[config.mk]
export PLATFORM = sky130hd
export DESIGN_NAME = rv_core_top
export DESIGN_NICKNAME = d
export VERILOG_FILES = /design/src/hdl/rv_pkg.sv /design/src/hdl/rv_decode_if.sv /design/src/hdl/rv_decoder.sv /design/src/hdl/rv_regfile.sv /design/src/hdl/rv_exec_lsu.sv /design/src/hdl/rv_core_top.sv
export VERILOG_INCLUDE_DIRS = /design/src /design/src/hdl
export SDC_FILE = /design/constraint.sdc
export NUM_CORES = 2
export LEC_CHECK = 0
export BUFFER_PORTS_ARGS = -buffer_cell sky130_fd_sc_hd__buf_2
export CAP_MARGIN = 0
export CORE_UTILIZATION = 50
export CTS_CLUSTER_SIZE = 40
export DETAILED_ROUTE_END_ITERATION = 8
export PLACE_DENSITY = 0.72
export RECOVER_POWER = 100
export SLEW_MARGIN = 10
export SYNTH_ARGS = -nofsm -noshare
export SYNTH_HDL_FRONTEND = slang
export SYNTH_HIERARCHICAL = 1
export SYNTH_SLANG_ARGS = --single-unit
export TNS_END_PERCENT = 20
[constraint.sdc]
create_clock -name clk -period 8.9 [get_ports clk]
set_input_delay 1.335 -clock clk [delete_from_list [all_inputs] [get_ports clk]]
set_output_delay 1.335 -clock clk [all_outputs]
set_load 0.005 [all_outputs]
[src/hdl/rv_consts.svh]
`ifndef RV_CONSTS_SVH
`define RV_CONSTS_SVH

`define XLEN      32
`define REG_AW    5
`define NUM_REGS  32
`define RESET_PC  32'h8000_0000
`define WMASK_W   4

// major opcodes, inst[6:0]
`define OPC_OP_IMM  7'b001_0011
`define OPC_LUI     7'b011_0111
`define OPC_AUIPC   7'b001_0111
`define OPC_JAL     7'b110_1111
`define OPC_JALR    7'b110_0111
`define OPC_LOAD    7'b000_0011
`define OPC_STORE   7'b010_0011
`define OPC_SYSTEM  7'b111_0011

// load/store width codes, funct3
`define F3_B   3'b000
`define F3_H   3'b001
`define F3_W   3'b010
`define F3_BU  3'b100
`define F3_HU  3'b101

`endif

[src/hdl/rv_pkg.sv]
`include "rv_consts.svh"

package rv_pkg;

  typedef logic [`XLEN-1:0]   word_t;
  typedef logic [`REG_AW-1:0] reg_addr_t;

  // funct3 passed straight through to the load/store unit
  typedef logic [2:0] mem_size_t;

  typedef enum logic [3:0] {
    OP_ALU_IMM,  // whole OP-IMM group runs as add
    OP_LUI,
    OP_AUIPC,
    OP_JAL,
    OP_JALR,
    OP_LOAD,
    OP_STORE,
    OP_HALT,     // ebreak
    OP_NOP
  } op_class_t;

  // one decoded instruction, consumed in the same cycle
  typedef struct packed {
    op_class_t cls;
    reg_addr_t rd;
    mem_size_t size;
    word_t     imm;
    logic      use_pc;   // adder operand a is pc, not rs1
    logic      reg_wen;
  } dec_op_t;

endpackage

[src/hdl/rv_decode_if.sv]
`timescale 1ns/1ps

// decoded operation plus register read addresses, no handshake
interface rv_decode_if;

  rv_pkg::dec_op_t   op;
  rv_pkg::reg_addr_t rs1_addr;
  rv_pkg::reg_addr_t rs2_addr;

  modport dec (
    output op,
    output rs1_addr,
    output rs2_addr
  );

  modport exe (
    input op
  );

  modport rf (
    input rs1_addr,
    input rs2_addr
  );

endinterface

[src/hdl/rv_decoder.sv]
`timescale 1ns/1ps
`include "rv_consts.svh"

module rv_decoder (
  input  rv_pkg::word_t inst,
  rv_decode_if.dec      dec
);
  import rv_pkg::*;

  logic [6:0] opcode;
  reg_addr_t  rd;
  reg_addr_t  rs1;
  reg_addr_t  rs2;
  reg_addr_t  rs1_sel;
  mem_size_t  funct3;
  logic       is_ebreak;

  word_t imm_i;
  word_t imm_s;
  word_t imm_j;
  word_t imm_u;

  dec_op_t op;

  // fixed field positions
  assign opcode = inst[6:0];
  assign rd     = inst[11:7];
  assign funct3 = inst[14:12];
  assign rs1    = inst[19:15];
  assign rs2    = inst[24:20];

  // sign-extended immediates
  assign imm_i = {{20{inst[31]}}, inst[31:20]};
  assign imm_s = {{20{inst[31]}}, inst[31:25], inst[11:7]};
  assign imm_j = {{12{inst[31]}}, inst[19:12], inst[20], inst[30:21], 1'b0};
  assign imm_u = {inst[31:12], 12'h000};  // already shifted

  // ecall shares the opcode, only funct12 == 1 halts
  assign is_ebreak = (inst[31:20] == 12'h001) && (rs1 == '0) && (funct3 == 3'b000) && (rd == '0);

  always_comb begin
    op.cls    = OP_NOP;
    op.rd     = rd;
    op.size   = funct3;
    op.imm    = imm_i;
    op.use_pc = 1'b0;
    rs1_sel   = rs1;

    case (opcode)
      `OPC_OP_IMM: op.cls = OP_ALU_IMM;
      `OPC_LUI: begin
        op.cls  = OP_LUI;
        op.imm  = imm_u;
        rs1_sel = '0;  // x0 gives a zero first operand
      end
      `OPC_AUIPC: begin
        op.cls    = OP_AUIPC;
        op.imm    = imm_u;
        op.use_pc = 1'b1;
      end
      `OPC_JAL: begin
        op.cls    = OP_JAL;
        op.imm    = imm_j;
        op.use_pc = 1'b1;
      end
      `OPC_JALR:  op.cls = OP_JALR;
      `OPC_LOAD:  op.cls = OP_LOAD;
      `OPC_STORE: begin
        op.cls = OP_STORE;
        op.imm = imm_s;
      end
      `OPC_SYSTEM: begin
        if (is_ebreak) begin
          op.cls = OP_HALT;
        end
      end
      default: op.cls = OP_NOP;  // unknown opcode just steps pc
    endcase

    // everything writes rd except these
    op.reg_wen = !((op.cls == OP_STORE) || (op.cls == OP_HALT) || (op.cls == OP_NOP));
  end

  assign dec.op       = op;
  assign dec.rs1_addr = rs1_sel;
  assign dec.rs2_addr = rs2;

endmodule

[src/hdl/rv_regfile.sv]
`timescale 1ns/1ps
`include "rv_consts.svh"

module rv_regfile (
  input  logic              clk,
  rv_decode_if.rf           rd_if,
  output rv_pkg::word_t     rs1_data,
  output rv_pkg::word_t     rs2_data,
  input  logic              wb_en,
  input  rv_pkg::reg_addr_t wb_addr,
  input  rv_pkg::word_t     wb_data
);
  import rv_pkg::*;

  word_t regs [`NUM_REGS];

  logic wr_ok;

  // x0 is hardwired
  assign wr_ok = wb_en && (wb_addr != '0);

  always_ff @(posedge clk) begin
    if (wr_ok) begin
      regs[wb_addr] <= wb_data;
    end
  end

  // async read ports, entry 0 masked
  assign rs1_data = (rd_if.rs1_addr == '0) ? '0 : regs[rd_if.rs1_addr];
  assign rs2_data = (rd_if.rs2_addr == '0) ? '0 : regs[rd_if.rs2_addr];

endmodule

[src/hdl/rv_exec_lsu.sv]
`timescale 1ns/1ps
`include "rv_consts.svh"

module rv_exec_lsu (
  input  logic                clk,
  input  logic                rst_n,
  rv_decode_if.exe            dec,
  input  rv_pkg::word_t       rs1_data,
  input  rv_pkg::word_t       rs2_data,
  output rv_pkg::word_t       pc,
  output logic                halt,
  output logic                wb_en,
  output rv_pkg::reg_addr_t   wb_addr,
  output rv_pkg::word_t       wb_data,
  output rv_pkg::word_t       mem_addr,
  output logic                mem_ren,
  output logic                mem_wen,
  output rv_pkg::word_t       mem_wdata,
  output logic [`WMASK_W-1:0] mem_wmask,
  input  rv_pkg::word_t       mem_rdata
);
  import rv_pkg::*;

  word_t add_a;
  word_t sum;
  word_t pc_seq;
  word_t pc_next;
  word_t lane;     // rdata shifted down to the addressed byte
  word_t ld_data;
  logic [1:0] offs;
  logic is_jump;
  logic is_load;
  logic is_store;
  logic [`WMASK_W-1:0] base_mask;

  assign is_jump  = (dec.op.cls == OP_JAL) || (dec.op.cls == OP_JALR);
  assign is_load  = (dec.op.cls == OP_LOAD);
  assign is_store = (dec.op.cls == OP_STORE);

  // single adder shared by every class
  assign add_a  = dec.op.use_pc ? pc : rs1_data;
  assign sum    = add_a + dec.op.imm;
  assign pc_seq = pc + word_t'(4);
  assign offs   = sum[1:0];

  always_comb begin
    case (dec.op.cls)
      OP_JAL:  pc_next = sum;
      OP_JALR: pc_next = {sum[`XLEN-1:1], 1'b0};
      OP_HALT: pc_next = pc;  // stay on the ebreak
      default: pc_next = pc_seq;
    endcase
  end

  always_ff @(posedge clk or negedge rst_n) begin
    if (!rst_n) begin
      pc   <= `RESET_PC;
      halt <= 1'b0;
    end else if (!halt) begin  // frozen until reset
      pc   <= pc_next;
      halt <= (dec.op.cls == OP_HALT);
    end
  end

  // load extract and extend
  assign lane = mem_rdata >> {offs, 3'b000};

  always_comb begin
    ld_data = '0;  // misaligned reads return zero
    case (dec.op.size)
      `F3_B:  ld_data = {{24{lane[7]}}, lane[7:0]};
      `F3_BU: ld_data = {24'h00_0000, lane[7:0]};
      `F3_H: begin
        if (!offs[0]) begin
          ld_data = {{16{lane[15]}}, lane[15:0]};
        end
      end
      `F3_HU: begin
        if (!offs[0]) begin
          ld_data = {16'h0000, lane[15:0]};
        end
      end
      `F3_W: begin
        if (offs == 2'b00) begin
          ld_data = lane;
        end
      end
      default: ld_data = '0;
    endcase
  end

  // store byte enables before shifting into place
  always_comb begin
    case (dec.op.size)
      `F3_B:   base_mask = 4'b0001;
      `F3_H:   base_mask = offs[0] ? 4'b0000 : 4'b0011;
      `F3_W:   base_mask = (offs == 2'b00) ? 4'b1111 : 4'b0000;
      default: base_mask = 4'b0000;
    endcase
  end

  assign mem_addr  = sum;
  assign mem_ren   = is_load && !halt;
  assign mem_wen   = is_store && !halt;
  assign mem_wdata = rs2_data << {offs, 3'b000};
  assign mem_wmask = mem_wen ? (base_mask << offs) : '0;

  // write-back
  assign wb_en   = dec.op.reg_wen && !halt;
  assign wb_addr = dec.op.rd;

  always_comb begin
    if (is_jump) begin
      wb_data = pc_seq;  // link address
    end else if (is_load) begin
      wb_data = ld_data;
    end else begin
      wb_data = sum;
    end
  end

endmodule

[src/hdl/rv_core_top.sv]
`timescale 1ns/1ps
`include "rv_consts.svh"

module rv_core_top (
  input  logic                clk,
  input  logic                rst_n,
  input  rv_pkg::word_t       inst,
  input  rv_pkg::word_t       mem_rdata,
  output rv_pkg::word_t       pc,
  output rv_pkg::word_t       mem_addr,
  output logic                mem_ren,
  output logic                mem_wen,
  output rv_pkg::word_t       mem_wdata,
  output logic [`WMASK_W-1:0] mem_wmask,
  output logic                halt
);
  import rv_pkg::*;

  word_t     rs1_data;
  word_t     rs2_data;
  logic      wb_en;
  reg_addr_t wb_addr;
  word_t     wb_data;

  rv_decode_if dec_bus ();

  rv_decoder u_decoder (
    .inst (inst),
    .dec  (dec_bus)
  );

  rv_regfile u_regfile (
    .clk      (clk),
    .rd_if    (dec_bus),
    .rs1_data (rs1_data),
    .rs2_data (rs2_data),
    .wb_en    (wb_en),
    .wb_addr  (wb_addr),
    .wb_data  (wb_data)
  );

  rv_exec_lsu u_exec (
    .clk       (clk),
    .rst_n     (rst_n),
    .dec       (dec_bus),
    .rs1_data  (rs1_data),
    .rs2_data  (rs2_data),
    .pc        (pc),
    .halt      (halt),
    .wb_en     (wb_en),
    .wb_addr   (wb_addr),
    .wb_data   (wb_data),
    .mem_addr  (mem_addr),
    .mem_ren   (mem_ren),
    .mem_wen   (mem_wen),
    .mem_wdata (mem_wdata),
    .mem_wmask (mem_wmask),
    .mem_rdata (mem_rdata)
  );

endmodule

==> summary.md <==
| Metric | Value |
|---|---|
| Synthesis-to-finish area growth | 11.3% |
| Port buffer count | 168 |
| First-pass GRT wire length | 265 mm |
| Synth Cell Area | 54800 um^2 |
| Worst path arrival time | 7.42 ns |
| Crit-path leading delay family | simple AND/OR/NAND/NOR gates |
| Hold WS | 0.584 ns |
| Crit path largest cell delay | 0.93 ns |
| Initial Utilization | 50.4% |
| Crit path buf inv count | 4 |
| Number of synthesized flops with an enable pin | 1024 |
| Tot GR Track Use | 33.4% |
| Final setup viols | 0 |
| Row cnt | 121 |
| Die height | 333 um |
| Max-slew violations | 1242 |
| Worst hold path class | flop to flop |
| YS warnings | 6 |
| CTS resizes | 0 |
| CTS tree | done |
| Core Area | 109000 um^2 |
| Max_cap viols | 42 |
| Mapped Cells | 3541 |
| CTS Buf Count | 104 |
| Slowest CP cell | fa_1 |
| Comb pwr share | 18.7% |
| CP max FO | 39 |
| Total grt overflow | 0 |
| Clock sink total | 1057 |
| RSZ-0062 raised after global routing | false |
| GP Congestion | 0.940 |
| Drt wl/cell | 35.9 um |
| Setup Skew | 0.0283 ns |
| Final worst-path cycle share | 98.4% |
| Peak supply drop | 0.161 mV |
| Die Wd | 333 um |
| Drt first pass iters | 9 |
| Switching fraction of total power | 28.4% |
| H-tree levels | 3 |
| Clock Tree Root | clkbuf_16 |
| Hold_buf cts | 0 |
| Critical path startpoint category | primary input |
| Nets@finish | 3826 |
| Antenna cell count | 0 |
| Primary FF master, synth | edfxtp_1 |
| Async SR Flop Fraction | 3.12% |
| Failing checks | DRC, capacitance limit, slew limit |
| Crit-path cells | buf_2 > or3b_4 > nor2_4 > nand2_1 > and2_4 > mux4_1 > mux2_2 > a221oi_2 > a211oi_1 > clkbuf_2 > mux2_2 > ha_4 > fa_1 > clkbuf_4 > nor2b_1 > nand2_1 > o21ai_0 > clkbuf_1 |
| Post-CTS repair timing setup buffer count | 0 |
| Worst slew margin | -167% |
| Initial DRC count | 6205 |
| Int Power | 0.00935 W |
| Dpl hpwl | 112 mm |
| Number of routed nets with antenna violations | 0 |
| Clock share of power | 33.8% |
| Critical Path End Type | output port |
| Post-DR vias/cell | 7.30 |
| Syn Area/Cell | 15.5 um^2 |
| Slew @ Worst Pin | 4.00 ns |
| Share of layout cells above drive strength 1 | 25.3% |
| Seq cells post-synth | 1057 |
| Status | finished, violations left |
| Antenna violations before repair | 11 |
| Leak | 20.5 nW |
| DRC violations left | 3 |
| Worst skew pair latency | 0.70 ns |
| Min Clock Period, post-route | 8.75 ns |
| Drt total wl | 188 mm |
| Crit Path Category | primary input to output port |
| Die area | 111000 um^2 |
| Synth unique cells | 95 |
| Final hold viol count | 0 |
| F_max | 114 MHz |
| Setup TNS | 0 ns |
| Seq/Total Area, Yosys | 57.6% |
| Critical Path RT | 7.57 ns |
| Largest net degree at the start of global routing | 140 |
| I/O pin count | 169 |
| Total number of vias | 38.2k |
| Psw | 0.00372 W |
| Vias in the first global route | 36.8k |
| CTS max path bufs | 3 |
| Clock Pin Slew Worst Setup and Hold Paths | 0.06 ns |
| Reg power frac | 47.5% |
| Power per cell area | 214 nW/um^2 |
[per-stage QoR]
step / cell area (um^2) / util [%] / std cells / setup WS [ns] / total power [W]
floorplan: 54900 / - / 3572 / 1.40 / 0.00765
global placement: 58000 / 53.4 / 5035 / 0.538 / 0.00867
detailed placement: 58000 / 53.4 / 5035 / 0.439 / 0.00870
CTS: 61400 / 56.5 / 5231 / 0.419 / 0.0131
global route: 61000 / 56.1 / 5231 / 0.0291 / 0.0134
finish: 61000 / 56.1 / 5231 / 0.146 / 0.0131
[sequential cells by signal, summed over array words and instances, names as in the netlist]
signal          cells
u_exec/halt         1
u_exec/pc          32
u_regfile/regs   1024
[worst paths after layout]
check	slack, ns	endpoint	startpoint	cells past startpoint
max reg2reg	2.54	u_regfile/regs[14][28]	u_regfile/regs[28][0]	18
min in group asynchronous	1.26	u_exec/pc[30]	rst_n	1
min	0.58	u_exec/pc[1]	u_exec/pc[1]	2
max in group asynchronous	6.38	u_exec/pc[1]	rst_n	1
min reg2reg	0.58	u_exec/pc[1]	u_exec/pc[1]	2
max	0.15	mem_wdata[21]	inst[4]	18
[power by group through the flow]
stage	logic [W]	clock network, W	registers (W)
final	0.00244	0.00442	0.00621
after CTS	0.00243	0.00445	0.00618
after detailed placement	0.00242	0	0.00629
after floorplan	0.00139	0	0.00626
after global routing	0.00256	0.00463	0.00622
after global placement	0.00239	0	0.00628
[logic make-up (layout without fill, tap and decap cells)]
family                     Yosys count  count (layout)  share of synthesized area (%)
muxes                              803             803                           23.2
DFF                               1057            1057                           57.6
adders and majority gates           33              33                          0.767
buffers and inverters              322             567                           3.05
AOI/OAI and AO/OA                  719             719                           9.49
and+or+nand+nor                    547             547                           4.94
xor gates and xnor gates            59              59                          0.957
other                                1              32                        0.00684
[per-layer routing]
layer	track usage [%]	part of all wire (%)
met5	0	0.032
met4	14.9	5.2
met3	10.3	16
met2	50.3	44
met1	44.6	35
[Yosys cell counts (14+ instances only)]
library cell | count | area (um^2)
buf_6 | 14 | 158
xnor2_1 | 36 | 315
a22oi_1 | 77 | 578
nor2_1 | 129 | 484
clkbuf_1 | 148 | 556
a311oi_1 | 32 | 280
buf_4 | 74 | 556
a211oi_1 | 75 | 563
a21oi_1 | 159 | 796
ha_1 | 32 | 400
edfxtp_1 | 1024 | 30700
nor3_1 | 17 | 85.1
o22ai_1 | 17 | 106
nand4_1 | 40 | 250
a221oi_1 | 47 | 412
a221oi_2 | 16 | 240
buf_2 | 60 | 300
mux4_1 | 36 | 946
xor2_1 | 22 | 193
nand3_1 | 30 | 150
a21o_1 | 39 | 293
mux2_2 | 96 | 1080
o221ai_1 | 65 | 569
mux4_2 | 316 | 7120
nand2_1 | 171 | 642
inv_1 | 15 | 56.3
o21ai_0 | 99 | 495
and2_1 | 19 | 119
nor2b_1 | 60 | 375
mux2i_1 | 355 | 3550
dfrtp_1 | 32 | 801
[cell type report]
cell class                 count  area, um^2
clock inverter                69         664
sequential                  1057       31600
inverter                      16        61.3
timing repair buffer         355        2140
tap                         1414        1770
multi-input combinational   2193       22100
fill                        8410       47700
clock buffer                 127        2730
[tightest hold or removal path: stages, from the launching register on]
cell and delay (ns):
dfrtp_1 0.42, nand2_1 0.07, nand2_1 0.06
[placed cells by master (no fill, tap or decap), types with 98 or more instances in the layout]
cell	n
clkbuf_1	117
mux2i_1	355
o21ai_0	99
edfxtp_1	1024
nand2_1	171
nor2_1	98
buf_2	99
a21oi_1	141
buf_4	104
clkbuf_16	105
mux4_2	316
Power figures use the tool's default switching activity.
